### src/hdl/rvPkg.sv
package rvPkg;

    localparam int xlen = 32;             // data and address width

    // major opcodes of the supported subset
    typedef enum logic [6:0] {
        opR      = 7'b0110011,            // register-register alu
        opImm    = 7'b0010011,            // register-immediate alu
        opLoad   = 7'b0000011,            // lw only
        opStore  = 7'b0100011,            // sw only
        opBranch = 7'b1100011,            // beq..bgeu
        opJal    = 7'b1101111,
        opJalr   = 7'b1100111,
        opLui    = 7'b0110111,
        opAuipc  = 7'b0010111
    } opcodeT;

    typedef enum logic [3:0] {
        aluAdd,
        aluSub,                           // also used for branch compare
        aluSll,
        aluSlt,
        aluSltu,
        aluXor,
        aluSrl,
        aluSra,
        aluOr,
        aluAnd
    } aluOpT;

    typedef enum logic [2:0] {
        immI = 3'd0,                      // alu imm, loads, jalr
        immS = 3'd1,                      // stores
        immB = 3'd2,                      // branches
        immU = 3'd3,                      // lui, auipc
        immJ = 3'd4                       // jal
    } immSrcT;

    typedef enum logic [1:0] {
        resAlu,
        resMem,
        resPcPlus4,                       // link value
        resImm                            // lui
    } resultSrcT;

    typedef enum logic [1:0] {
        pcPlus4,                          // sequential
        pcTarget,                         // pc + imm
        pcJalr                            // alu sum, bit 0 cleared
    } pcSrcT;

endpackage

### src/hdl/rvControlUnit.sv
module rvControlUnit import rvPkg::*; (
    input  logic            run,           // gates all state writes
    input  logic [xlen-1:0] instr,
    input  logic            zeroFlag,
    input  logic            signedLess,
    input  logic            unsignedLess,
    output pcSrcT           pcSrc,
    output resultSrcT       resultSrc,
    output logic            memWrite,
    output logic            aluSrcA,       // 1 selects pc
    output logic            aluSrcB,       // 1 selects imm
    output immSrcT          immSrc,
    output logic            regWrite,
    output aluOpT           aluOp
);

    opcodeT     opcode;
    logic [2:0] funct3;
    logic       funct7b5;                  // sub / sra select
    logic       regWriteRaw;
    logic       isBranch;
    logic       jump;
    logic       taken;

    assign opcode   = opcodeT'(instr[6:0]);
    assign funct3   = instr[14:12];
    assign funct7b5 = instr[30];

    function automatic aluOpT functToOp(input logic [2:0] f3, input logic alt);
        aluOpT op;
        case (f3)
            3'b000:  op = alt ? aluSub : aluAdd;
            3'b001:  op = aluSll;
            3'b010:  op = aluSlt;
            3'b011:  op = aluSltu;
            3'b100:  op = aluXor;
            3'b101:  op = alt ? aluSra : aluSrl;
            3'b110:  op = aluOr;
            default: op = aluAnd;
        endcase
        return op;
    endfunction

    always_comb begin
        case (opcode)                      // alu operation
            opR:      aluOp = functToOp(funct3, funct7b5);
            opImm:    aluOp = functToOp(funct3, funct7b5 && (funct3 == 3'b101)); // srai only
            opBranch: aluOp = aluSub;
            default:  aluOp = aluAdd;      // address and auipc sums
        endcase

        case (opcode)                      // writeback source
            opLoad:        resultSrc = resMem;
            opJal, opJalr: resultSrc = resPcPlus4;
            opLui:         resultSrc = resImm;
            default:       resultSrc = resAlu;
        endcase

        case (opcode)                      // operand b
            opImm, opLoad, opStore, opJalr, opAuipc: aluSrcB = 1'b1;
            default:                                aluSrcB = 1'b0;
        endcase

        case (opcode)                      // immediate format
            opStore:        immSrc = immS;
            opBranch:       immSrc = immB;
            opLui, opAuipc: immSrc = immU;
            opJal:          immSrc = immJ;
            default:        immSrc = immI;
        endcase

        case (opcode)                      // register write
            opR, opImm, opLoad, opJal, opJalr, opLui, opAuipc: regWriteRaw = 1'b1;
            default:                                          regWriteRaw = 1'b0;
        endcase

        case (funct3)                      // branch condition from flags
            3'b000:  taken = zeroFlag;      // beq
            3'b001:  taken = !zeroFlag;     // bne
            3'b100:  taken = signedLess;    // blt
            3'b101:  taken = !signedLess;   // bge
            3'b110:  taken = unsignedLess;  // bltu
            3'b111:  taken = !unsignedLess; // bgeu
            default: taken = 1'b0;
        endcase
    end

    assign aluSrcA  = (opcode == opAuipc);
    assign isBranch = (opcode == opBranch);
    assign jump     = (opcode == opJal) || (opcode == opJalr);
    assign regWrite = regWriteRaw && run;  // unknown opcodes never write
    assign memWrite = (opcode == opStore) && run;

    always_comb begin
        case ({jump, isBranch && taken})   // flag driven next pc
            2'b10:   pcSrc = aluSrcB ? pcJalr : pcTarget;  // only jalr jumps with an imm operand
            2'b01:   pcSrc = pcTarget;
            default: pcSrc = pcPlus4;
        endcase
    end

    always_comb begin
        jalrOnly: assert final ((pcSrc != pcJalr) || (opcode == opJalr))
            else $error("pcJalr selected for opcode %b", instr[6:0]);
    end

endmodule

### config.mk
export PLATFORM = sky130hd
export DESIGN_NAME = rvControlUnit
export DESIGN_NICKNAME = d
export VERILOG_FILES = /design/src/hdl/rvPkg.sv /design/src/hdl/rvControlUnit.sv
export SDC_FILE = /design/constraint.sdc
export NUM_CORES = 1
export LEC_CHECK = 0
export BUFFER_PORTS_ARGS = -buffer_cell sky130_fd_sc_hd__buf_2
export CAP_MARGIN = 0
export CORE_AREA = 2 2 39 41
export DETAILED_ROUTE_END_ITERATION = 10
export DIE_AREA = 0 0 41 43
export PLACE_DENSITY_LB_ADDON = 0.05
export SLEW_MARGIN = 20
export SYNTH_ARGS = -nofsm -noshare
export SYNTH_HDL_FRONTEND = slang
export SYNTH_SLANG_ARGS = --single-unit
### constraint.sdc
create_clock -name vclk -period 2.35
set_input_delay 0.3525 -clock vclk [all_inputs]
set_output_delay 0.3525 -clock vclk [all_outputs]
set_load 0.02 [all_outputs]
**After elaboration in Yosys (flattened, before gate mapping)**

Index checks and enable logic that the tools add are counted.

- Flip-flop bits (word level): 0
- Input port bits: 36
- Output and inout bits: 15
- Word-level logic and storage cells: 45

- Eq/ne operators: 18
- Muxes and demuxes: 14
- Reduce and logical (&&, ||, !) cells: 13

Operators with widths:

| cell | count |
|---|---|
| case mux 4 bit (7 select lines) | 2 |
| equality test 7 x 6 -> 1 bit, second input constant | 3 |
| equality test 7 bit, second input constant | 3 |
| equality test 7 x 5 -> 1 bit, second input constant | 2 |
| equality test 3 bit, second input constant | 4 |
| case mux 3 bit (4 select lines) | 1 |
| case mux 4 bit (3 select lines) | 1 |
| equality test 7 x 2 -> 1 bit, second input constant | 1 |
| OR reduction 7 bit | 1 |
| equality test 3 x 2 -> 1 bit, second input constant | 2 |
| two-way mux 1 bit | 6 |
| case mux 1 bit (6 select lines) | 1 |
| case mux 2 bit (3 select lines) | 1 |
| OR reduction 5 bit | 1 |
| logical AND 1 bit | 4 |
| case mux 2 bit (2 select lines) | 1 |
| OR reduction 2 bit | 2 |
| equality test 3 x 1 -> 1 bit, second input constant | 1 |
| zero test 1 bit | 3 |
| zero test 3 bit | 1 |
| equality test 2 x 1 -> 1 bit, second input constant | 1 |
| equality test 2 bit, second input constant | 1 |
| two-way mux 2 bit | 1 |
| logical OR 1 bit | 1 |

**Longest topological paths before layout**

Gate-level depths: netlist of run 1.

- Depth in word-level cells: 5
- Depth in mapped cells: 8
- Depth with buffers taken out: 7

**Least setup slack after synthesis of run 1**

No wires, ideal clock.

- Path type: in2out
- Start: input instr[4]
- End: output pcSrc[1]
- Arrival: 2.126 ns
- Required time: 1.997 ns
- Path slack: -0.129 ns
- Stages on the path: 6
- Buffers on the path: 1
- Cells stage by stage: buf_2 -> nand3b_1 -> nor3_1 -> o21ai_0 -> ha_1 -> nor4b_1

- Longest elaborated chain between the ends: 5
- Elaborated cells on any way between the ends: 15
- Those cells by class: eq/ne: 9; mux: 3; reduce/logical: 3

Ends and longest elaborated chain:

| what | line | text |
|---|---|---|
| start, declared | rvControlUnit.sv:3 | `input logic [xlen-1:0] instr,` |
| equality test 7 x 5 -> 1 bit (tied with other cells) | rvControlUnit.sv:59 | `case (opcode)` |
| OR reduction 5 bit | rvControlUnit.sv:59 |  |
| two-way mux 1 bit | rvControlUnit.sv:59 |  |
| two-way mux 2 bit | rvControlUnit.sv:96 | `2'b10: pcSrc = aluSrcB ? pcJalr : pcTarget;` |
| case mux 2 bit (2 select lines) * | rvControlUnit.sv:95 | `case ({jump, isBranch && taken})` |
| end, declared | rvControlUnit.sv:7 | `output pcSrcT pcSrc,` |

Mark *: on every way between the ends. The rest lies on a longest branch, timed or not.

**Worst setup path after layout of run 1**

- Start: input instr[12]
- End: output pcSrc[1]

- Longest elaborated chain between the ends: 5
- Elaborated cells on any way between the ends: 11
- Those cells by class: eq/ne: 7; mux: 2; reduce/logical: 2

Ends and longest elaborated chain:

| what | line | text |
|---|---|---|
| equality test 3 bit (tied with other cells) | rvControlUnit.sv:77 | `case (funct3)` |
| case mux 1 bit (6 select lines) * | rvControlUnit.sv:77 |  |
| logical AND 1 bit * | rvControlUnit.sv:95 |  |
| equality test 2 x 1 -> 1 bit or equality test 2 bit (tied branches) | rvControlUnit.sv:95 |  |
| case mux 2 bit (2 select lines) * | rvControlUnit.sv:95 |  |

Marked as above.

==> qor.txt, run 1 <==
Gr ovfl total: 0
Hold Crit Class: input port to output pin
RD Place Congestion: 0.7275
Combinational power share: 100.0%
Largest net degree at the start of global routing: 12
Warnings from Yosys: 0
Seq pwr share: 0%
Drt first-iter violations: 10
DRT Pass-1 Iters: 4
CTS resizes: 0
Worst-Margin Slew: 0.3354 ns
Critical path origin: instr[12]
Sequential area share after synthesis: 0%
Sequential cell area: 0 µm²
Clock buffers: 0
Die Ht: 43 µm
# Post-CTS Setup Buffers: 0
CP required: 2.00 ns
Synth top area share: 8.333%
Leakage: 0.2993 nW
Die Area: 0.001763 mm²
Share of power burned in the clock network: 0%
Core area: 0.001384 mm²
Seq_cells: 0
Buffers on Ports: 30
Final Cycle Share: 94.39%
Fin. max-slew vios: 0
Post-Route Setup TNS: 0 ns
Pwr per Cell Area: 120.1 mW/mm²
Final ANT Viol Nets: 0
Net Sw Frac: 52.53%
Most frequent cell after synthesis: nor2_1
GRT Resource Usage Total: 13.89%
DR vias/cell: 5.144
Vias in the first global route: 432
Critical Path End Type: output pin
Number of placement rows: 14
Antenna violations before repair: 0
Synth cell types: 36
Mapped Nets: 104
Final Hold Viols: 0
Nets: 135
Maximum vdd ir drop: 0.05012 mV
Mapped cell area: 450.4 µm²
Slew margin rel.: 77.55%
Fmax: 0.4508 GHz
Tmin final: 2.218 ns
WL final: 1205 µm
Critical Path Sink: pcSrc[1]
Critical Path AT: 1.87 ns
DR WL/cell: 10.86 µm
Multi-input gate area: 419.2 µm²
Design area: 634.4 µm²
RSZ-0062 raised after global routing: no
Share of layout cells above drive strength 1: 46.32%
Outcome: complete, no violations
Psw: 0.04003 mW
Crit Path Class: input port to output pin
Crit Path Max Fanout: 8
Initial Utilization: 32.55%
Final setup violation count: 0
Hold buffer count at CTS: 0
DRC Markers: 0
Synth area leaders: nor2_1 (8.3%), nand4bb_4 (6.1%), a21oi_1 (5.6%)
# Max-Cap Violations: 0
Die X: 41 µm
Vias after detailed routing: 571
Synth cell count leaders: nor2_1 (10), a21oi_1 (5), buf_2 (5), nand2_1 (4)
HP Start: run
Number of diodes: 0
Gate Count Post-Synth: 66
Cell taking the most area after synthesis: nor2_1
Synth-to-Final Area Change: 40.83%
Ports: 51
Mean Syn Cell Area: 6.825 µm²
P_int: 0.03618 mW
FILL cells: 157
Post-detail-place hpwl: 970.1 µm
Worst setup SP type: input port
Placed cell areas: 634.4 µm²
First-pass GRT wire length: 1835 µm
==> cells in the final DEF, fill, tap and decap left out, types with 3 or more instances in the layout <==
cell      instances
a21oi_1           5
nor2_1           10
buf_4             5
nand3b_1          3
nand3_1           3
nand2_1           4
buf_2            30
==> power groups by stage <==
stage	logic (mW)	registers, mW	clock network [mW]
2_1_floorplan	0.0478	0	0
4_1_cts	0.0764	0	0
6_report	0.0762	0	0
3_5_place_dp	0.0761	0	0
3_3_place_gp	0.0751	0	0
5_1_grt	0.0838	0	0
==> how the worst min path moves through the flow <==
stage	end	slack, ns	cells past startpoint
global placement	regWrite	1.07	4
floorplan	regWrite	0.84	2
detailed placement	regWrite	1.07	4
finish	regWrite	1.06	4
CTS	regWrite	1.07	4
global route	regWrite	1.09	4
==> metal layers <==
metal | vias up | wire length, µm | GRT usage, %
met5 | - | 0 | 0
met4 | 0 | 0 | 0
met3 | 0 | 78 | 0
met2 | 18 | 527 | 22.50
met1 | 251 | 599 | 21.20
li1 | 302 | - | -
==> logic make-up after synthesis <==
kind of cell               after synthesis  share of synthesized area [%]
adders and majority gates                2                          5.555
buffers and inverters                    8                          8.332
AOI/OAI and AO/OA                       17                          26.95
muxes                                    3                          6.944
xor gates and xnor gates                 1                          1.945
and+or+nand+nor                         35                          50.28
==> cell type report <==
cell class,count,area share (%)
timing repair buffer,35,29.59
tap,16,3.156
multi-input combinational,58,66.07
inverter,2,1.183
==> critical path, cell delays in order <==
cell     delay (ns)
buf_2          0.14
xnor2_1        0.13
o32ai_1        0.27
o21ai_0        0.17
ha_1           0.34
nor4b_2        0.26
buf_2          0.20
==> stage by stage <==
stage | std cells | worst slack (ns) | hold slack (ns) | util [%] | power, mW
after floorplan | 66 | 0.1286 | 0.8407 | - | 0.04775
after global placement | 111 | 0.1482 | 1.066 | 45.84 | 0.07507
after detailed placement | 111 | 0.1150 | 1.068 | 45.84 | 0.07608
after CTS | 111 | 0.1093 | 1.069 | 45.84 | 0.07637
after global routing | 111 | 0.01399 | 1.090 | 45.84 | 0.08381
final | 111 | 0.1319 | 1.063 | 45.84 | 0.07620
Note: power is estimated with default switching activity, not from simulation.
==> run 2: changes to the inputs <==
==> constraint.sdc (replaced) <==
create_clock -name vclk -period 2.05
set_input_delay 0.3075 -clock vclk [all_inputs]
set_output_delay 0.3075 -clock vclk [all_outputs]
set_load 0.02 [all_outputs]
==> run 2 against run 1 <==
Net effect: non-clock buffer count grew 10; via count grew 4.6%; die area is the same; routed wire length grew 8.0%; first-iteration DRC count shrank 50%; critical path depth is the same; power grew 46%; setup slack lost 0.089 ns; critical path type unchanged; critical endpoint unchanged.
==> qor.txt, run 2 (synthesis results as in run 1) <==
Power Total: 0.1111 mW (+46%)
Post-detail-place hpwl: 1053 µm (+8.5%)
Die X: 41 µm (unchanged)
Outcome: complete, no violations
Post-Route Setup TNS: 0 ns (unchanged)
Final setup violation count: 0 (unchanged)
Vias after detailed routing: 597 (+4.6%)
Ports: 51 (unchanged)
Final Hold Viols: 0 (unchanged)
Final WS setup: 0.04282 ns (-0.08908 ns)
Clock buffers: 0 (unchanged)
Die Area: 0.001763 mm² (unchanged)
First-pass GRT wire length: 1952 µm (+6.4%)
DRT Pass-1 Iters: 4 (unchanged)
Final ANT Viol Nets: 0 (unchanged)
Synth-to-Final Area Change: 70.28%
DRC Markers: 0 (unchanged)
WL final: 1301 µm (+8.0%)
Crit-path slowest cell: ha_1
Number of placement rows: 14 (unchanged)
FILL cells: 157 (unchanged)
RD Place Congestion: 0.7274 (about the same)
Antenna violations before repair: 0 (unchanged)
Fin util: 55.43% (+9.6 points)
Crit Path Max Fanout: 4 (-4)
Crit Path Class: input port to output pin
Critical Path End Type: output pin
Pwr per Cell Area: 144.9 mW/mm² (+21%)
Vias in the first global route: 486 (+13%)
Core area: 0.001384 mm² (unchanged)
Seq_cells: 0 (unchanged)
Layout Cells excl Fill: 121 (+9.0%)
Dpl cells: 120 (+8.1%)
Met2 usage: 24.69% (+2.2 points)
Worst-Margin Slew: 0.4205 ns (+0.08510 ns)
CP required: 1.74 ns (-0.26 ns)
Buffers on Ports: 30 (unchanged)
Hold Crit Class: input port to output pin
Multi-input gate area: 462.9 µm² (+10%)
Pre-CTS setup slack: -0.08785 ns (-0.2028 ns)
Nets: 145 (+7.4%)
Drt first-iter violations: 5 (-5)
Share of layout cells above drive strength 1: 57.14% (+11 points)
Number of diodes: 0 (unchanged)
Fmax: 0.4982 GHz
DR WL/cell: 10.75 µm (-0.96%)
Crit-path max cell delay: 0.33 ns (about the same)
Hold buffer count at CTS: 0 (unchanged)
Sequential cell area: 0 µm² (unchanged)
Tmin final: 2.007 ns
Final Cycle Share: 97.91%
Routing usage on met1: 20.00% (-1.2 points)
Worst setup SP type: input port
Most common cell after layout, fill and taps aside: buf_2
Slew margin rel.: 71.86% (-5.7 points)
GRT Resource Usage Total: 14.50% (+0.61 points)
Busiest grt layer: met2
Fin. max-slew vios: 0 (unchanged)
Crit-path cells: buf_2, xnor2_1, o32ai_2, o21ai_1, ha_1, nor4b_4, buf_4
Initial Utilization: 32.55% (unchanged)
Maximum vdd ir drop: 0.06728 mV (+34%)
DR vias/cell: 4.934 (-4.1%)
Leakage: 0.3627 nW (+21%)
Critical Path AT: 1.70 ns (-0.17 ns)
Gr ovfl total: 0 (unchanged)
# Max-Cap Violations: 0 (unchanged)
Most frequent cells in the layout: buf_2 (26), buf_4 (18), nor2_1 (9)
RSZ-0062 raised after global routing: yes
M3 GR Usage: 1.571% (+1.6 points)
Die Ht: 43 µm (unchanged)
Largest net degree at the start of global routing: 12 (unchanged)
[run 2: layout make-up]
class / instances / area share, %
timing repair buffer: 45 / 36.05
multi-input combinational: 58 / 60.36
inverter: 2 / 0.9788
tap: 16 / 2.610
[run 2: worst paths after layout]
path	cells past startpoint	startpoint	endpoint	slack [ns]
worst max-delay path	7	instr[12]	pcSrc[1]	0.04
worst min-delay path	4	run	regWrite	0.98
[run 2: stage by stage]
step | hold slack [ns] | instance area [µm²]
3_3_place_gp | 0.9750 | 710.7
2_1_floorplan | 0.7507 | 465.4
3_5_place_dp | 0.9807 | 710.7
4_1_cts | 0.9848 | 744.5
5_1_grt | 1.003 | 767.0
6_report | 0.9836 | 767.0
[run 2: layer usage]
layer	part of all wire, %	vias to the layer above	wire, µm
li1	-	322	-
met1	44	259	575
met2	50	16	644
met3	6.1	0	80
met4	0	0	0
met5	0	-	0
[run 2: repair_timing]
item                                    CTS  global route
gates resized for setup                   7             5
setup buffers                             1             0
endpoints found under the setup margin    2             2
pin swaps                                 2             0
[run 2: critical path: cells and delay by family]
| family | cells | cell delay, ns |
|---|---|---|
| AO/OA/AOI/OAI | 2 | 0.37 |
| adder cells (fa/ha/maj) | 1 | 0.33 |
| buffers and inverters | 2 | 0.29 |
| AND/OR/NAND/NOR | 1 | 0.27 |
| XOR/XNOR | 1 | 0.13 |
[run 2: power by group]
part,switching [mW],internal [mW]
Combinational,0.0526,0.0585
Sequential,0,0
Clock,0,0
Total,0.0526,0.0585
