File: config.mk
export PLATFORM = sky130hd
export DESIGN_NAME = rvAlu
export DESIGN_NICKNAME = d
export VERILOG_FILES = /design/src/hdl/rvPkg.sv /design/src/hdl/rvAlu.sv
export SDC_FILE = /design/constraint.sdc
export NUM_CORES = 1
export LEC_CHECK = 0
export BUFFER_PORTS_ARGS = -buffer_cell sky130_fd_sc_hd__buf_2
export CORE_MARGIN = 1
export CORE_UTILIZATION = 35
export DETAILED_ROUTE_END_ITERATION = 8
export PLACE_DENSITY_LB_ADDON = 0.2
export SLEW_MARGIN = 10
export SYNTH_ARGS = -nofsm -noshare
export SYNTH_HDL_FRONTEND = slang
export SYNTH_SLANG_ARGS = --single-unit
File: constraint.sdc
create_clock -name vclk -period 7.6
set_clock_uncertainty 0.05 [all_clocks]
set_input_delay 0 -clock vclk [all_inputs]
set_output_delay 0 -clock vclk [all_outputs]
set_load 0.005 [all_outputs]
File: src/hdl/rvPkg.sv
package rvPkg;

    localparam int xlen = 32;             // data and address width

    // major opcodes of the supported subset
    typedef enum logic [6:0] {
        opR      = 7'b0110011,            // register-register alu
        opImm    = 7'b0010011,            // register-immediate alu
        opLoad   = 7'b0000011,            // lw only
        opStore  = 7'b0100011,            // sw only
        opBranch = 7'b1100011,            // beq..bgeu
        opJal    = 7'b1101111,
        opJalr   = 7'b1100111,
        opLui    = 7'b0110111,
        opAuipc  = 7'b0010111
    } opcodeT;

    typedef enum logic [3:0] {
        aluAdd,
        aluSub,                           // also used for branch compare
        aluSll,
        aluSlt,
        aluSltu,
        aluXor,
        aluSrl,
        aluSra,
        aluOr,
        aluAnd
    } aluOpT;

    typedef enum logic [2:0] {
        immI = 3'd0,                      // alu imm, loads, jalr
        immS = 3'd1,                      // stores
        immB = 3'd2,                      // branches
        immU = 3'd3,                      // lui, auipc
        immJ = 3'd4                       // jal
    } immSrcT;

    typedef enum logic [1:0] {
        resAlu,
        resMem,
        resPcPlus4,                       // link value
        resImm                            // lui
    } resultSrcT;

    typedef enum logic [1:0] {
        pcPlus4,                          // sequential
        pcTarget,                         // pc + imm
        pcJalr                            // alu sum, bit 0 cleared
    } pcSrcT;

endpackage

File: src/hdl/rvAlu.sv
module rvAlu import rvPkg::*; (
    input  logic [xlen-1:0] pc,
    input  logic [xlen-1:0] rs1Data,
    input  logic [xlen-1:0] rs2Data,
    input  logic [xlen-1:0] imm,
    input  logic            aluSrcA,       // pc for auipc
    input  logic            aluSrcB,       // imm for i, load, store, jalr
    input  aluOpT           aluOp,
    output logic [xlen-1:0] aluResult,
    output logic            zeroFlag,
    output logic            signedLess,
    output logic            unsignedLess
);

    logic [xlen-1:0] srcA;
    logic [xlen-1:0] srcB;
    logic [4:0]      shamt;
    logic [xlen:0]   diff;                 // extra bit is the borrow

    assign srcA  = aluSrcA ? pc : rs1Data;
    assign srcB  = aluSrcB ? imm : rs2Data;
    assign shamt = srcB[4:0];

    // flags compare the two operands
    assign diff         = {1'b0, srcA} - {1'b0, srcB};
    assign zeroFlag     = (diff[xlen-1:0] == '0);
    assign unsignedLess = diff[xlen];      // borrow out
    assign signedLess   = (srcA[xlen-1] != srcB[xlen-1]) ? srcA[xlen-1]  // signs differ
                                                         : diff[xlen-1];

    always_comb begin
        case (aluOp)
            aluAdd:  aluResult = srcA + srcB;
            aluSub:  aluResult = diff[xlen-1:0];
            aluSll:  aluResult = srcA << shamt;
            aluSlt:  aluResult = {{(xlen-1){1'b0}}, signedLess};
            aluSltu: aluResult = {{(xlen-1){1'b0}}, unsignedLess};
            aluXor:  aluResult = srcA ^ srcB;
            aluSrl:  aluResult = srcA >> shamt;
            aluSra:  aluResult = $signed(srcA) >>> shamt;  // sign fill
            aluOr:   aluResult = srcA | srcB;
            aluAnd:  aluResult = srcA & srcB;
            default: aluResult = '0;
        endcase
    end

endmodule

# Word level (Yosys, flattened, before mapping)
# Index checks and enable logic that the tools add are counted.
[totals]
register_bits = 0
latch_bits = 0
mem_bits_rw = 0
mem_bits_ro = 0
in_bits = 134
out_inout_bits = 35
wordCells = 24
memories = 0
[classes]
add_sub_neg = 2
mul = 0
div_mod_pow = 0
n_lt_le_gt_ge = 0
eq_ne = 10
shift = 3
n_mux = 4
bitwise = 3
n_reduce_logical = 2
[op_table]
columns = ["operator", "count"]
rows = [
  ["case mux 32 bit (10 select lines)", 1],
  ["2-to-1 mux 32 bit", 2],
  ["subtractor 32 x 32 -> 33 bit", 1],
  ["adder 32 bit", 1],
  ["AND 32 bit", 1],
  ["zero test 32 bit", 1],
  ["OR 32 bit", 1],
  ["left shift 32 x 5 -> 32 bit", 1],
  ["right shift 32 x 5 -> 32 bit", 1],
  [">>> shifter 32 x 5 -> 32 bit", 1],
  ["XOR 32 bit", 1],
  ["equality test 4 x 3 -> 1 bit (second input constant)", 4],
  ["equality test 4 x 2 -> 1 bit (second input constant)", 2],
  ["equality test 4 bit (second input constant)", 2],
  ["equality test 4 x 1 -> 1 bit (second input constant)", 1],
  ["zero test 4 bit", 1],
  ["2-to-1 mux 1 bit", 1],
  ["inequality test 1 bit", 1],
]

# Depth between registers and ports, before layout
# Gate-level depths: netlist (run 1).
[logic_depth]
ltp_word = 4
depth_mapped = 28

# Worst setup path after synthesis (run 1)
# Ideal clock, no wire load.
[synth_path]
kind = "input port to output port"
from = "input aluSrcB"
to = "output zeroFlag"
t_arrival_ns = 6.345
path_slack_ns = 1.205
stages = 28
n_path_buf = 5
cell_sequence = "clkbuf_1 buf_1 mux2i_1 clkbuf_1 buf_1 ha_1 clkbuf_4 or4_4 o211ai_2 and3_2 o41ai_2 nand2b_1 a311oi_1 a21oi_1 a21oi_1 nor2_1 nor2_1 fa_1 nand4b_1 a221o_1 a31oi_1 nand4_1 nor4_1 nand4_1 a2111oi_2 nand2_1 or4_1 nor4_2"
[synth_between]
elab_chain_len = 3
[synth_rtl]
columns = ["item", "line_no", "source"]
rows = [
  ["start: declaration", "rvAlu.sv:7", "input logic aluSrcB,"],
  ["2-to-1 mux 32 bit", "rvAlu.sv:21", "assign srcB = aluSrcB ? imm : rs2Data;"],
  ["subtractor 32 x 32 -> 33 bit", "rvAlu.sv:25", "assign diff = {1'b0, srcA} - {1'b0, srcB};"],
  ["zero test 32 bit", "rvAlu.sv:26", "assign zeroFlag = (diff[xlen-1:0] == '0);"],
  ["end: declaration", "rvAlu.sv:10", "output logic zeroFlag,"],
]
# Every way passes these cells.

# Worst setup path in the final report (run 1)
[layout_path]
from = "input aluSrcA"
to = "output zeroFlag"
[layout_between]
elab_chain_len = 3
[layout_rtl]
columns = ["item", "line_no", "source"]
rows = [
  ["start: declaration", "rvAlu.sv:6", "input logic aluSrcA,"],
  ["2-to-1 mux 32 bit", "rvAlu.sv:20", "assign srcA = aluSrcA ? pc : rs1Data;"],
  ["subtractor 32 x 32 -> 33 bit", "rvAlu.sv:25", ""],
  ["zero test 32 bit", "rvAlu.sv:26", ""],
]
# Every way passes these cells.

==> results by group, run 1 <==
Run status
  • Status: completed

Pwr
  • Switching portion of total power: between 60 and 70%
  • Peak VDD IR: between 0.04 and 0.05 mV
  • Pleak: about 4.6 nW
  • Clock power share: 0%
  • Pint: 0.000385 W
  • Sequential Power Share: 0%
  • Logic pwr share: 100.0%
  • Power Total: ~0.0012 W
  • Switching pwr: ~0.00077 W
  • Pwr Density: 113 nW/um2

Cells and area
  • Non-filler instance count after layout: around 1900
  • Ant. Diodes: 0
  • Register area: 0 um2
  • Area added between synthesis and finish: 12.4%
  • Clock buffers: 0
  • Sequential cells: 0
  • Layout cells sized above 1: between 10% and 20%
  • Final #Nets: 1809

Min path
  • Hold depth: 7
  • Hold Path Origin: rs2Data[3]
  • Worst min-delay path class: in -> out
  • Hold Path End: aluResult[3]

Place
  • DP Cell Count: between 1500 and 2000
  • Pre-CTS WS: approximately 800 ps
  • Final GP Congestion: between 1 and 1.5
  • Final HPWL DP: between 30 and 40 mm
  • Buffers on Ports: between 150 and 200

Detailed routing
  • Routed WL: 48.5 mm
  • Drt pass-1 iters: 7
  • DR vias: approximately 12000
  • Detail Route Antenna Nets: 0
  • DR WL/cell: approximately 26 um
  • DRC viols: 0
  • Drt via density: roughly 6.4
  • Detailed Route Iter0 Violations: around 1300

Yosys
  • Post-synth top area share: between 10% and 20%
  • Cells after Synth: about 1500
  • Synthesized cell area: just over 9000 um2
  • Net count after synthesis: approximately 1700
  • Area contributors post-synth: ha_1 14%, a21oi_1 9.6%, mux2i_1 9.3%
  • Synth warn: 0
  • Synth area leader: ha_1
  • Mean post-synth cell area: about 6 um2
  • Register area share after synthesis: 0%
  • Post-synth cell types: between 80 and 90

Global route
  • Largest net degree at the start of global routing: 66
  • First-pass GRT wire length: 71.6 mm
  • Initial antenna violation count: 0
  • Vias in the first global route: 11200
  • GRT Total Usage: 35.6%
  • Total grt overflow: 0

Die
  • Chip width: 163 um
  • Die Span Y: 163 um
  • Full die area: 26600 um2
  • Row Count: between 50 and 60
  • Initial core utilization: between 30% and 40%
  • IO Pins: 169
  • Core ar.: approximately 25000 um2

STA
  • Max-slew headroom: 30.1%
  • Final setup fails: 0
  • Fin crit share: 91.7%
  • Slew Viols, Final: 0
  • Sum Neg Setup Slack: 0 ps
  • Fin Hold WS: around 660 ps
  • Final min period: between 6000 and 7000 ps
  • Post-route setup slack: approximately 630 ps
  • Hold Vio Cnt, Final: 0
  • Maximum clock frequency: between 0.1 and 0.15 GHz
  • RSZ-0062 raised after global routing: false
  • Tightest Pin Transition: between 1000 and 1500 ps

Clock tree
  • CTS resizes: 0
  • Post-CTS Setup Bufs: 0
  • Hold Buf Count CTS: 0

Critical path
  • Worst Path Required: 7550 ps
  • Critical path arrival: about 6900 ps
  • Critical Setup Path Class: in -> out
  • Worst Path Max Fanout: 18
  • Crit. End Element: output port
  • Critical Path Source Type: input pin

Run
  • Max Cap Viol: 0
## power by group through the flow
stage	Clock [W]	Sequential [W]	Combinational, W
6_report	0	0	0.00115
3_5_place_dp	0	0	0.00111
2_1_floorplan	0	0	0.000738
5_1_grt	0	0	0.00124
3_3_place_gp	0	0	0.00112
4_1_cts	0	0	0.00112
## synthesized netlist by cell type (11+ instances only)
cell type  count
a211oi_1      21
o221ai_1      12
nor4_1        13
nand3_1       22
buf_1         17
mux2i_1       84
a221oi_1      17
nor3_1        42
o21ai_0      132
mux2_2        15
xnor2_1       22
a21o_1        14
a21oi_1      175
nor2b_1       13
a22oi_1       16
nor2_1       192
nand4_1       13
a31oi_1       16
o31ai_1       11
o21bai_1      14
clkbuf_1      82
o22ai_1       19
nand2_1      151
inv_1         90
ha_1          99
o211ai_1      31
## how the worst max path moves through the flow
stage | slack [ps] | depth (start not counted) | end | start
3_3_place_gp | 910 | 26 | zeroFlag | aluSrcA
2_1_floorplan | 1210 | 28 | zeroFlag | aluSrcB
5_1_grt | 130 | 26 | zeroFlag | aluSrcA
6_report | 630 | 26 | zeroFlag | aluSrcA
4_1_cts | 760 | 26 | zeroFlag | aluSrcA
3_5_place_dp | 780 | 26 | zeroFlag | aluSrcA
## per-stage QoR
stage	cell area, um2	utilization [%]
final	10200	40.3
after global routing	10200	40.3
after CTS	10200	40.3
after detailed placement	10200	40.3
after global placement	10200	40.3
after floorplan	9080	-
## layout make-up
type               instances  area, um2
fillers                 2886      15100
multi-input cells       1275       8340
repair buffers           203       1100
well taps                330        413
inverters                 93        349
## critical path, stage by stage
cell and delay (ps):
buf_2 490, mux2i_1 580, ha_1 420, inv_1 170, a21oi_1 270, a21o_1 170
nand2_1 70, o41ai_2 640, nand2b_1 160, a311oi_1 420, a21oi_1 180, a21oi_1 180
nor2_1 50, nor2_1 140, fa_1 220, nand4b_1 150, a221o_1 390, a31oi_1 170
nand4_1 110, nor4_1 300, nand4_1 150, a2111oi_2 290, nand2_1 150, or4_1 610
nor4_2 240, buf_2 170
## routing by layer
metal	vias up	global-route usage, %	share of wire, %
met5	-	0	0
met4	0	18.8	6.1
met3	126	3.50	8.5
met2	703	56.5	44
met1	5699	47.4	41
li1	5591	-	-
## cell usage in the layout (no fill, tap or decap), types with 31 or more instances in the layout
cell type / synthesis / routed
nor2_1: 192 / 192
a21oi_1: 175 / 175
buf_2: 5 / 169
nand2_1: 151 / 151
o21ai_0: 132 / 132
ha_1: 99 / 99
inv_1: 90 / 89
mux2i_1: 84 / 79
nor3_1: 42 / 41
buf_4: 4 / 34
o211ai_1: 31 / 31
## cell families after synthesis
kind of cell | after synthesis | synth area share (%)
XOR/XNOR | 27 | 2.60
AND/OR/NAND/NOR | 497 | 24.4
adder cells (fa/ha/maj) | 102 | 14.3
multiplexers | 99 | 11.1
AO/OA/AOI/OAI | 550 | 38.5
buffers and inverters | 206 | 9.12
Note: power is estimated with default switching activity, not from simulation.
==> run 2, diff against run 1 <==
--- a/config.mk
+++ b/config.mk
@@ -7,7 +7,7 @@
 export LEC_CHECK = 0
 export BUFFER_PORTS_ARGS = -buffer_cell sky130_fd_sc_hd__buf_2
 export CORE_MARGIN = 1
-export CORE_UTILIZATION = 35
+export CORE_UTILIZATION = 45
 export DETAILED_ROUTE_END_ITERATION = 8
 export PLACE_DENSITY_LB_ADDON = 0.2
 export SLEW_MARGIN = 10
==> run 2 against run 1 <==
Maximum frequency grew 3.4%. Critical path depth shrank 1. Final cell count shrank 3.6%. Routed wire length shrank 4.2%. Largest power group unchanged.
==> results by group, run 2 (synthesis gave the netlist of run 1 again) <==
Run status
  • Status: completed (unchanged)

STA
  • Fin crit share: 88.6% (was 91.7%)
  • Max-slew headroom: 33.4% (was 30.1%)
  • RSZ-0062 raised after global routing: false (unchanged)
  • Sum Neg Setup Slack: 0 ps (unchanged)
  • Final min period: 6740 ps (was 6970 ps)
  • Maximum clock frequency: 0.148 GHz (was 0.144 GHz)
  • Hold Vio Cnt, Final: 0 (unchanged)
  • Final setup fails: 0 (unchanged)
  • Tightest Pin Transition: 993 ps (was 1040 ps)
  • Slew Viols, Final: 0 (unchanged)
  • Fin Hold WS: 589 ps (was 659 ps)

Cells and area
  • Register area: 0 um2 (unchanged)
  • Final #Nets: 1805 (was 1809)
  • Area added between synthesis and finish: 11.3% (was 12.4%)
  • FILL cells: 2132 (was 2886)
  • Leading cell type in the layout, fill and taps excluded: nor2_1 (unchanged)
  • Ant. Diodes: 0 (unchanged)
  • Non-filler instance count after layout: 1832 (was 1901)
  • Layout cells sized above 1: 15.4% (was 15.7%)
  • Clock buffers: 0 (unchanged)
  • Sequential cells: 0 (unchanged)
  • Commonest non-fill, non-tap cells in the layout: 192 x nor2_1, 175 x a21oi_1, 169 x buf_2 (unchanged)

Detailed routing
  • DR vias: 12200 (was 12100)
  • Detail Route Antenna Nets: 0 (unchanged)
  • Detailed Route Iter0 Violations: 1724 (was 1274)
  • Top routing layer used: met4 (unchanged)
  • DRC viols: 0 (unchanged)
  • Drt via density: 6.68 (was 6.38)
  • Drt pass-1 iters: 6 (was 7)
  • Routed WL: 46.5 mm (was 48.5 mm)
  • WL met3: 4.80 mm (was 4.14 mm)
  • Met2 WL: 19.8 mm (was 21.3 mm)
  • Metal1 wirelength: 18.2 mm (was 20.1 mm)
  • DR WL/cell: 25.4 um (was 25.5 um)

Die
  • Core ar.: 19600 um2 (was 25300 um2)
  • Row Count: 51 (was 58)
  • Chip width: 144 um (was 163 um)
  • Initial core utilization: 46.3% (was 35.9%)
  • Full die area: 20800 um2 (was 26600 um2)
  • Die Span Y: 144 um (was 163 um)
  • IO Pins: 169 (unchanged)

Critical path
  • CP max stage delay: 600 ps (was 640 ps)
  • Crit. End Element: output port (unchanged)
  • Crit path max-delay cell type: o41ai_2 (unchanged)
  • Worst Path Required: 7550 ps (about the same)
  • CP delay by family, top: compound AO/OA/AOI/OAI gates (unchanged)
  • Critical path arrival: 6690 ps (was 6920 ps)
  • Critical Setup Path Class: in -> out (unchanged)
  • Worst Path Max Fanout: 16 (was 18)
  • Crit path buffers/inverters: 4 (was 3)
  • Critical Path Source Type: input pin (unchanged)

Min path
  • Worst min-delay path class: in -> out (unchanged)
  • Hold Path Origin: aluOp[1] (was rs2Data[3])
  • Hold Path End: aluResult[31] (was aluResult[3])
  • Hold depth: 5 (was 7)

Place
  • Final GP Congestion: 1.07 (was 1.03)
  • Buffers on Ports: 169 (unchanged)
  • DP Cell Count: 1832 (was 1901)
  • Final HPWL DP: 36.7 mm (was 38.4 mm)

Global route
  • Total grt overflow: 0 (unchanged)
  • Largest net degree at the start of global routing: 66 (unchanged)
  • Vias in the first global route: 11100 (was 11200)
  • Initial antenna violation count: 0 (unchanged)
  • First-pass GRT wire length: 67.8 mm (was 71.6 mm)
  • GRT Total Usage: 43.8% (was 35.6%)

Pwr
  • Peak VDD IR: 0.0598 mV (was 0.0419 mV)
  • Pleak: 4.58 nW (was 4.60 nW)
  • Pwr Density: 113 nW/um2 (about the same)

Clock tree
  • CTS resizes: 0 (unchanged)
  • Hold Buf Count CTS: 0 (unchanged)
  • Post-CTS Setup Bufs: 0 (unchanged)

Run
  • Max Cap Viol: 0 (unchanged)
-- run 2: cell count changes in the layout (fill, tap and decap cells not counted), sizes merged --
| cell | delta |
|---|---|
| buf | -4 |
-- run 2: how the worst max path moves through the flow --
stage	to	cells after the start	start	slack (ps)
finish	zeroFlag	25	aluSrcB	860
global route	zeroFlag	26	aluSrcB	340
CTS	zeroFlag	26	aluSrcB	990
detailed placement	zeroFlag	26	aluSrcB	1010
global placement	zeroFlag	27	aluSrcA	1100
floorplan	zeroFlag	28	aluSrcB	1210
-- run 2: layout make-up --
type               instances  area [um2]  area share [%]
multi-input cells       1275        8350            82.7
well taps                265         332            3.28
repair buffers           199        1070            10.6
inverters                 93         349            3.46
-- run 2: metrics by stage --
step	cell area (um2)	total power, W	worst slack (ps)	util (%)
after floorplan	9080	0.000738	1210	-
after global placement	10100	0.00110	1100	51.6
after detailed placement	10100	0.00110	1010	51.6
after CTS	10100	0.00110	986	51.6
after global routing	10100	0.00122	337	51.6
final	10100	0.00114	863	51.6
-- run 2: power breakdown --
group | internal [W] | leakage, nW | switching (W)
clock | 0 | 0 | 0
combinational | 0.000382 | 4.58 | 0.000762
sequential | 0 | 0 | 0
-- run 2: metal layers --
metal	track usage (%)	vias up
li1	-	5586
met1	56.8	5601
met2	67.5	876
met3	4.57	177
met4	31.0	0
met5	0	-
