`config.mk`:
```
export PLATFORM = sky130hd
export DESIGN_NAME = rvImmGen
export DESIGN_NICKNAME = d
export VERILOG_FILES = /design/src/hdl/rvPkg.sv /design/src/hdl/rvImmGen.sv
export SDC_FILE = /design/constraint.sdc
export NUM_CORES = 1
export LEC_CHECK = 0
export BUFFER_PORTS_ARGS = -buffer_cell sky130_fd_sc_hd__clkbuf_2
export CAP_MARGIN = 25
export CORE_AREA = 5 5 45 47
export DETAILED_ROUTE_END_ITERATION = 10
export DIE_AREA = 0 0 50 52
export GPL_ROUTABILITY_DRIVEN = 0
export GPL_TIMING_DRIVEN = 0
export PLACE_DENSITY = 0.85
export SYNTH_ARGS = -nofsm -noshare
export SYNTH_HDL_FRONTEND = slang
export SYNTH_SLANG_ARGS = --single-unit
```
`constraint.sdc`:
```
create_clock -name vclk -period 2.3
set_clock_uncertainty 0.05 [all_clocks]
set_input_delay 0 -clock vclk [all_inputs]
set_output_delay 0 -clock vclk [all_outputs]
set_load 0.01 [all_outputs]
```
`src/hdl/rvPkg.sv`:
```
package rvPkg;

    localparam int xlen = 32;             // data and address width

    // major opcodes of the supported subset
    typedef enum logic [6:0] {
        opR      = 7'b0110011,            // register-register alu
        opImm    = 7'b0010011,            // register-immediate alu
        opLoad   = 7'b0000011,            // lw only
        opStore  = 7'b0100011,            // sw only
        opBranch = 7'b1100011,            // beq..bgeu
        opJal    = 7'b1101111,
        opJalr   = 7'b1100111,
        opLui    = 7'b0110111,
        opAuipc  = 7'b0010111
    } opcodeT;

    typedef enum logic [3:0] {
        aluAdd,
        aluSub,                           // also used for branch compare
        aluSll,
        aluSlt,
        aluSltu,
        aluXor,
        aluSrl,
        aluSra,
        aluOr,
        aluAnd
    } aluOpT;

    typedef enum logic [2:0] {
        immI = 3'd0,                      // alu imm, loads, jalr
        immS = 3'd1,                      // stores
        immB = 3'd2,                      // branches
        immU = 3'd3,                      // lui, auipc
        immJ = 3'd4                       // jal
    } immSrcT;

    typedef enum logic [1:0] {
        resAlu,
        resMem,
        resPcPlus4,                       // link value
        resImm                            // lui
    } resultSrcT;

    typedef enum logic [1:0] {
        pcPlus4,                          // sequential
        pcTarget,                         // pc + imm
        pcJalr                            // alu sum, bit 0 cleared
    } pcSrcT;

endpackage

```
`src/hdl/rvImmGen.sv`:
```
module rvImmGen import rvPkg::*; (
    input  logic [xlen-1:0] instr,
    input  immSrcT          immSrc,
    output logic [xlen-1:0] imm            // sign extended
);

    logic signBit;

    assign signBit = instr[31];            // every format signs from bit 31

    always_comb begin
        case (immSrc)
            immI: imm = {{20{signBit}}, instr[31:20]};
            immS: imm = {{20{signBit}}, instr[31:25], instr[11:7]};
            immB: imm = {{19{signBit}},
                         instr[31],
                         instr[7],
                         instr[30:25],
                         instr[11:8],
                         1'b0};            // halfword offset
            immU: imm = {instr[31:12], 12'b0};  // upper 20, low zero filled
            immJ: imm = {{11{signBit}},
                         instr[31],
                         instr[19:12],
                         instr[20],
                         instr[30:21],
                         1'b0};
            default: imm = '0;
        endcase
    end

endmodule

```
======== Word-level counts from Yosys, hierarchy flattened ========
Cells that the tools add are included.
operators by class
  eq/ne operators ......................... 4
  multiplexer cells ....................... 1
  reduce and logical (&&, ||, !) cells .... 1
operators by type and width
  cell                number
  $pmux 32 s5         1
  $eq 3x2->1 const B  2
  $eq 3x1->1 const B  1
  $eq 3x3->1 const B  1
  $logic_not 3->1     1
word-level totals
  register bits ........................... 0
  output and inout port bits .............. 32
  word-level logic and storage cells ...... 6

======== Longest topological paths before layout ========
Gate-level depths: netlist of run 1.
  depth after elaboration ................. 2
  depth in mapped cells ................... 5
  mapped depth without buffers ............ 3

======== Worst setup path before layout of run 1 ========
Ideal clock, no wire load.
  path kind ............................... input to output
  start ................................... in immSrc[1]
  end ..................................... out imm[20]
  arrival time ............................ 0.825 ns
  setup slack ............................. 1.425 ns
  cell stages on the path ................. 5
  cell sequence ........................... buf_6 > maj3_2 > nand2b_4 > buf_6 > nand2_1
between the ends
  cells in the longest elaborated chain, start to end .. 2
  elaborated cells on any way between the ends .. 6
  those cells by class .................... eq/ne: 4; mux: 1; reduce/logical: 1
ends and longest elaborated chain
  what                                      line            source
  start, declared                           rvImmGen.sv:3   input immSrcT immSrc,
  $eq 3x3->1, or another cell as far along  rvImmGen.sv:12  case (immSrc)
  $pmux 32 s5 (*)                           rvImmGen.sv:12
  end, declared                             rvImmGen.sv:4   output logic [xlen-1:0] imm
Mark *: on every way between the ends. The rest lies on a longest branch, timed or not.

======== Worst setup path after layout of run 1 ========
  start ................................... in immSrc[0]
  end ..................................... out imm[12]
Same word-level chain as after synthesis.

==> impl_results.md, run 1 <==
- Status: completed
- Initial Util: around a third
- HP Class: in -> out
- Largest net degree at the start of global routing: 11
- Post-Syn Instances: between 90 and 100
- Pwr Density: 225.5 nW/um2
- First-pass GRT wire length: 3187 um
- Initial drt markers: 12
- Mapped Area: 540.5 um2
- GRT Residual Overflow: 0
- Setup violators final: 0
- Total Wirelength: between 2000 and 2500 um
- Sequential fraction of the synthesis area: 0%
- Rel. slew slack: 71.33%
- Internal: about 0.090 mW
- Hold Fails Final Rpt: 0
- Final slew viol count: 0
- Sw Share: 53.14%
- Crit share post-route: between 40 and 50%
- DR vias: 842
- Die area: between 2000 and 3000 um2
- Sum of negative setup slack: 0 ns
- Die X: 50 um
- Kind of critical path: in -> out
- Register area: 0 um2
- Final ANT Viol Nets: 0
- CP arrival: 1.09 ns
- Fmax: 876.1 MHz
- DR vias/cell: 4.982
- Startpoint types: input port
- RSZ-0062 raised after global routing: no
- Ports: 67
- Core ar.: approximately 1600 um2
- Psw: between 0.1 and 0.15 mW
- # clk buffers: 0
- Diodes inserted: 0
- Syn Nets: 129
- Antenna violations before repair: 0
- Max-cap violations: 0
- # DRC: 0
- Worst EP required: 2.25 ns
- Synth unique cells: 20
- Clock power frac: 0%
- Vias in the first global route: 770
- Num sequential: 0
- Post-cts resize count: 0
- Sequential Power Share: 0%
- Tightest Pin Transition: 0.4301 ns
- Detailed placer's ending HPWL: approximately 1700 um
- Setup Buffers After CTS: 0
- Core Util, Final: approximately 53%
- Hold_buf cts: 0
- Ratio of cells with drive above 1 in the final layout: between 40 and 50%
- First-pass DRT Iterations: 4
- All-Layer GR Usage: 14.53%
- Leak: 0.5048 nW
- Avg Cell Area, Syn: between 5 and 6 um2
- Chip height: 52 um
- Final min period: 1.141 ns
- Nets@finish: 189
- Crit Path Max Fanout: 10
- Worst setup EP type: output pin
- Row cnt: 15
- Port Buf Inserts: between 50 and 60
- Combinational share of power: 100.0%
- Max VDD drop: 0.09851 mV
- Layout area overhead: 57.64%
- Synth warn: 0
- Drt wl/cell: 11.86 um
==> area by class of cell <==
cell class,count,area [um2]
Timing Repair Buffer,58,290.3
Tap cell,17,21.27
Inverter,5,18.77
Buffer,11,68.82
Multi-Input combinational cell,78,452.9
Fill cell,174,762.0
==> logic make-up after synthesis <==
logic type	Yosys count	synth area share, %
AO/OA/AOI/OAI	31	32.17
adder cells (fa/ha/maj)	1	2.083
buffers and inverters	16	16.20
multiplexers	5	10.18
AND/OR/NAND/NOR	41	39.35
==> cell usage in the layout, fill, tap and decap left out, drive strengths merged <==
cell type	count
a21oi	17
and2	2
and2b	2
and3b	1
buf	7
clkbuf	62
inv	5
maj3	1
mux2	4
mux2i	1
nand2	22
nand2b	6
nor2b	7
nor3	1
o21ai	1
o22ai	12
o32ai	1
==> cells in the mapped netlist <==
| cell | instances | area (um2) |
|---|---|---|
| maj3_2 | 1 | 11.26 |
| buf_2 | 4 | 20.02 |
| mux2i_1 | 1 | 10.01 |
| and2_1 | 1 | 6.260 |
| and3b_1 | 1 | 8.760 |
| a21oi_1 | 17 | 85.08 |
| nand2_1 | 22 | 82.58 |
| mux2_2 | 4 | 45.04 |
| nand2b_4 | 1 | 13.76 |
| buf_6 | 3 | 33.78 |
| nand2b_1 | 5 | 31.28 |
| and2b_1 | 2 | 15.01 |
| o32ai_1 | 1 | 8.760 |
| nor2b_1 | 7 | 43.79 |
| o21ai_0 | 1 | 5.000 |
| inv_1 | 5 | 18.77 |
| and2_0 | 1 | 6.260 |
| o22ai_1 | 12 | 75.07 |
| clkbuf_1 | 4 | 15.01 |
| nor3_1 | 1 | 5.000 |
==> power by group through the flow <==
stage / Clock, mW / Combinational (mW) / Sequential [mW]
floorplan: 0 / 0.111 / 0
global placement: 0 / 0.188 / 0
detailed placement: 0 / 0.193 / 0
CTS: 0 / 0.194 / 0
global route: 0 / 0.212 / 0
finish: 0 / 0.192 / 0
==> critical path: stages <==
cell,delay (ns)
clkbuf_2,0.10
buf_2,0.21
and2_0,0.15
buf_2,0.18
a21oi_1,0.09
o22ai_1,0.19
clkbuf_2,0.16
==> final timing paths <==
kind | from | endpoint | slack [ns] | cells after the start
min | instr[30] | imm[30] | 0.24 | 4
max | immSrc[0] | imm[12] | 1.16 | 7
==> through the flow <==
step	cell area [um2]	setup WS [ns]	hold WS (ns)	total power [mW]	std cells
detailed placement	852.1	1.179	0.2421	0.1929	169
global placement	852.1	1.238	0.2376	0.1878	169
CTS	852.1	1.169	0.2425	0.1935	169
global route	852.1	1.064	0.2619	0.2121	169
floorplan	540.5	1.425	0.06076	0.1114	94
finish	852.1	1.159	0.2388	0.1921	169
==> metal layers <==
metal  part of all wire [%]  global-route usage [%]
met2                     57                   28.24
met3                    3.9                   1.146
met5                      0                       0
met1                     38                   17.18
met4                   0.95                   2.183
(Power assumes the default switching activity.)
==> run 2, diff against run 1 <==
--- a/config.mk
+++ b/config.mk
@@ -7,12 +7,12 @@
 export LEC_CHECK = 0
 export BUFFER_PORTS_ARGS = -buffer_cell sky130_fd_sc_hd__clkbuf_2
 export CAP_MARGIN = 25
-export CORE_AREA = 5 5 45 47
+export CORE_AREA = 5 5 48 50
 export DETAILED_ROUTE_END_ITERATION = 10
-export DIE_AREA = 0 0 50 52
+export DIE_AREA = 0 0 53 55
 export GPL_ROUTABILITY_DRIVEN = 0
 export GPL_TIMING_DRIVEN = 0
-export PLACE_DENSITY = 0.85
+export PLACE_DENSITY = 0.78
 export SYNTH_ARGS = -nofsm -noshare
 export SYNTH_HDL_FRONTEND = slang
 export SYNTH_SLANG_ARGS = --single-unit
==> constraint.sdc (replaced) <==
create_clock -name vclk -period 0.98
set_clock_uncertainty 0.05 [all_clocks]
set_input_delay 0 -clock vclk [all_inputs]
set_output_delay 0 -clock vclk [all_outputs]
set_load 0.01 [all_outputs]
==> run 2 against run 1 <==
Net effect:
- the flow now finishes with violations (setup timing)
- count of clock-buffer cells in the layout unchanged
- total power rose to 3.4 times the previous value
- non-clock buffer count up 10
- critical path depth down 1
==> impl_results.md, run 2 (synthesis results as in run 1) <==
- Status: finished with violations
- Failing checks: setup timing
- Startpoint types: input port
- Setup WS post-layout: -0.009492 ns
- Power Total: 0.6526 mW
- Hold Crit Depth: 4
- HP Class: in -> out
- Most frequent cells in the layout: 39 x clkbuf_2, 14 x buf_6, 12 x nand2_1, 11 x o22ai_1, 10 x buf_2
- Initial Util: 29.03%
- Psw: 0.3099 mW
- Core ar.: between 1500 and 2000 um2
- Num sequential: 0
- Sw Share: 47.49%
- Final slew viol count: 0
- DR vias/cell: 5.090
- Vias in the first global route: 759
- Tightest Pin Transition: 0.4581 ns
- Ratio of cells with drive above 1 in the final layout: 64.81%
- Register area: 0 um2
- First-pass GRT wire length: 3180 um
- Pwr Density: 536.6 nW/um2
- Combinational share of power: 100.0%
- Internal: 0.3427 mW
- Worst setup EP type: output pin
- Total Wirelength: 2678 um
- # DRC: 0
- CP arrival: 0.94 ns
- Die X: 53 um
- Setup violators final: 2
- RSZ-0062 raised after global routing: yes
- Clock power frac: 0%
- Drt wl/cell: 14.17 um
- Final min period: 0.9895 ns
- # clk buffers: 0
- Rel. slew slack: 69.46%
- All-Layer GR Usage: 13.79%
- Commonest non-fill, non-tap cell in the layout: clkbuf_2
- Row cnt: 16
- Worst Hold End: imm[26]
- Die area: 2915 um2
- Non-filler instance count after layout: 189
- GRT Residual Overflow: 0
- Hold Fails Final Rpt: 0
- Crit share post-route: 101.0%
- Crit Path Max Fanout: 5
- Final ANT Viol Nets: 0
- Largest net degree at the start of global routing: 11
- Nets@finish: 199
- Fmax: 1011 MHz
- First-pass DRT Iterations: 4
- Worst EP required: 0.93 ns
- Ports: 67
- Diodes inserted: 0
- Port Buf Inserts: 58
- Leak: 0.6382 nW
- Placed insts: 179
- DR vias: 962
- Chip height: 55 um
- Initial drt markers: 33
- Max-cap violations: 0
- Sequential Power Share: 0%
- Layout area overhead: 125.0%
- Hold path start: instr[26]
- Detailed placer's ending HPWL: 1685 um
- Kind of critical path: in -> out
- Max VDD drop: about 0.23 mV
- Antenna violations before repair: 0
==> run 2: through the flow <==
step	instance area, um2	hold slack, ns	TNS [ns]	setup WS, ns	utilization, %
after floorplan	540.5	0.06076	0	0.1047	-
after global placement	864.6	0.2370	-0.8212	-0.07453	46.44
after detailed placement	864.6	0.2414	-1.473	-0.1276	46.44
after CTS	900.9	0.2403	-0.05614	-0.01319	48.39
after global routing	1216	0.2576	-0.3316	-0.05280	65.32
final	1216	0.2424	-0.01580	-0.009492	65.32
==> run 2: final cells by class <==
cell class                      count  area, um2
Multi-Input combinational cell     78      568.0
Timing Repair Buffer               68      469.2
Inverter                            5      18.77
Fill cell                         170      645.6
Buffer                             11      126.4
Tap cell                           27      33.78
==> run 2: worst max path at each step <==
| stage | start | to | slack, ns | cells after the start |
|---|---|---|---|---|
| detailed placement | immSrc[0] | imm[18] | -0.13 | 7 |
| CTS | immSrc[0] | imm[14] | -0.01 | 7 |
| finish | immSrc[2] | imm[24] | -0.009 | 6 |
| global route | immSrc[0] | imm[13] | -0.05 | 7 |
| floorplan | immSrc[1] | imm[20] | 0.10 | 5 |
| global placement | immSrc[0] | imm[17] | -0.07 | 7 |
==> run 2: per-layer routing <==
| metal | global-route usage (%) | up-vias | share of wire (%) |
|---|---|---|---|
| met1 | 15.08 | 450 | 37 |
| met2 | 30.37 | 46 | 57 |
| met4 | 0.8511 | 0 | 1.7 |
| met5 | 0 | - | 0 |
| li1 | - | 462 | - |
| met3 | 0 | 4 | 4.8 |
==> run 2: critical path: stages <==
cell	delay [ns]
buf_12	0.10
maj3_2	0.32
nand2b_4	0.17
clkbuf_16	0.17
nand2_4	0.06
buf_6	0.10
==> run 2: power groups by stage <==
stage / Clock [mW] / Combinational [mW] / Sequential, mW
floorplan: 0 / 0.261 / 0
CTS: 0 / 0.475 / 0
detailed placement: 0 / 0.455 / 0
global route: 0 / 0.699 / 0
finish: 0 / 0.653 / 0
global placement: 0 / 0.443 / 0
==> run 2: repair_timing <==
action                     in CTS  in global routing
buffers inserted                2                  4
pin swaps                       2                  6
hold buffers                    0                  0
gates cloned                    0                  4
resized for setup               8                 78
setup endpoints to repair      24                 24
==> run 3, diff against run 2 <==
--- a/config.mk
+++ b/config.mk
@@ -5,7 +5,7 @@
 export SDC_FILE = /design/constraint.sdc
 export NUM_CORES = 1
 export LEC_CHECK = 0
-export BUFFER_PORTS_ARGS = -buffer_cell sky130_fd_sc_hd__clkbuf_2
+export BUFFER_PORTS_ARGS = -buffer_cell sky130_fd_sc_hd__buf_2
 export CAP_MARGIN = 25
 export CORE_AREA = 5 5 48 50
 export DETAILED_ROUTE_END_ITERATION = 10
==> run 3 against run 2 <==
Net effect:
- total power down 9.0%
- final area fell by 8.3%
- final cell count stayed put
- critical endpoint is now imm[0]
- largest power group unchanged
- the flow still finishes with violations (setup timing)
==> impl_results.md, run 3 (synthesis results as in run 1) <==
- Status: finished with violations
- Failing checks: setup timing
- GRT Residual Overflow: 0
- Setup WS post-layout: -0.01483 ns
- Area of the multi-input gates: 518.0 um2
- Largest net degree at the start of global routing: 11
- Layout area overhead: 106.3%
- CP max-delay cell: buf_2
- Register area: 0 um2
- RSZ-0062 raised after global routing: yes
- Crit share post-route: 101.5%
- Placed insts: 179
- Worst EP required: slightly above 0.9 ns
- Diodes inserted: 0
- Hold path start: instr[26]
- Max VDD drop: 0.2614 mV
- Kind of critical path: in -> out
- DR vias/cell: 5.063
- Max-cap violations: 0
- Hold Fails Final Rpt: 0
- Row cnt: 16
- Die area: between 2000 and 3000 um2
- Fmax: 1005 MHz
- Most frequent cells in the layout: 53 x buf_2, 13 x buf_6, 13 x nand2_1, 12 x o22ai_1
- Crit Path Max Fanout: 4
- Total Wirelength: ~2500 um
- Cell family contributing the most delay on the critical path: buffers and inverters
- Commonest non-fill, non-tap cell in the layout: buf_2
- Initial Util: 29.03%
- Non-filler instance count after layout: between 150 and 200
- CP arrival: approximately 0.94 ns
- Nets@finish: approximately 200
- Final ANT Viol Nets: 0
- Antenna violations before repair: 0
- Rel. slew slack: 70.73%
- All-Layer GR Usage: about 14%
- Slowest Stage Delay on Critical Path: 0.17 ns
- Drt wl/cell: 13.38 um
- Hold_buf cts: 0
- Initial drt markers: 11
- # clk buffers: 0
- Final slew viol count: 0
- Leak: 0.6054 nW
- Fillers: roughly 180
- Port Buf Inserts: 58
- Power Total: 0.5936 mW
- First-pass GRT wire length: 3367 um
- Vias in the first global route: around 800
- HP Class: in -> out
- Buf+Inv Stages, Crit Path: 5
- Ports: 67
- Tightest Pin Transition: 0.4390 ns
- Ratio of cells with drive above 1 in the final layout: between 60% and 70%
- Pwr Density: 532.4 nW/um2
- # DRC: 0
- Num sequential: 0
- Die X: 53 um
- Hold WS: 0.2343 ns
- Worst path cell trace: buf_6, buf_2, buf_4, buf_4, mux2i_1, nor3_1, buf_2
- Setup violators final: 1
- Core ar.: 1862 um2
- Final min period: 0.9948 ns
- Startpoint types: input port
- Chip height: 55 um
- First-pass DRT Iterations: 4
- Worst setup EP type: output pin
- Detailed placer's ending HPWL: around 1700 um
- DR vias: 957
- Critical path startpoint: immSrc[0]
[run 3: final cells by class]
type	instances	share of cell area, %
Tap cell	27	3.030
Timing Repair Buffer	69	39.39
Multi-Input combinational cell	78	46.46
Inverter	5	1.684
Buffer	10	9.428
[run 3: worst paths after layout]
check             endpoint  depth (start not counted)  slack, ns
setup / recovery    imm[0]                          7      -0.01
hold / removal     imm[26]                          4       0.23
[run 3: timing repair]
item                                    CTS  global route
gates resized for setup                  16            37
buffers inserted                          4             3
gates cloned                              0             4
endpoints found under the setup margin   24            23
pin swaps                                 3             5
[run 3: routing by layer]
metal / up-vias / wire [um] / global-route usage [%]
met5: - / 0 / 0
met3: 4 / 139 / 0.2681
li1: 460 / - / -
met2: 35 / 1394 / 28.72
met4: 0 / 24 / 0.8511
met1: 458 / 970 / 17.78
[run 3: where the power goes]
| part | switching [mW] | internal, mW |
|---|---|---|
| Combinational | 0.284 | 0.309 |
| Clock | 0 | 0 |
| Sequential | 0 | 0 |
[run 3: stage by stage]
stage / setup WS [ns] / cell area (um2) / util, % / TNS, ns
finish: -0.01483 / 1115 / 59.88 / -0.01483
CTS: 0.002754 / 942.2 / 50.60 / 0
global route: -0.03904 / 1115 / 59.88 / -0.07555
detailed placement: -0.1012 / 864.6 / 46.44 / -1.236
floorplan: 0.1047 / 540.5 / - / 0
global placement: -0.05962 / 864.6 / 46.44 / -0.5685
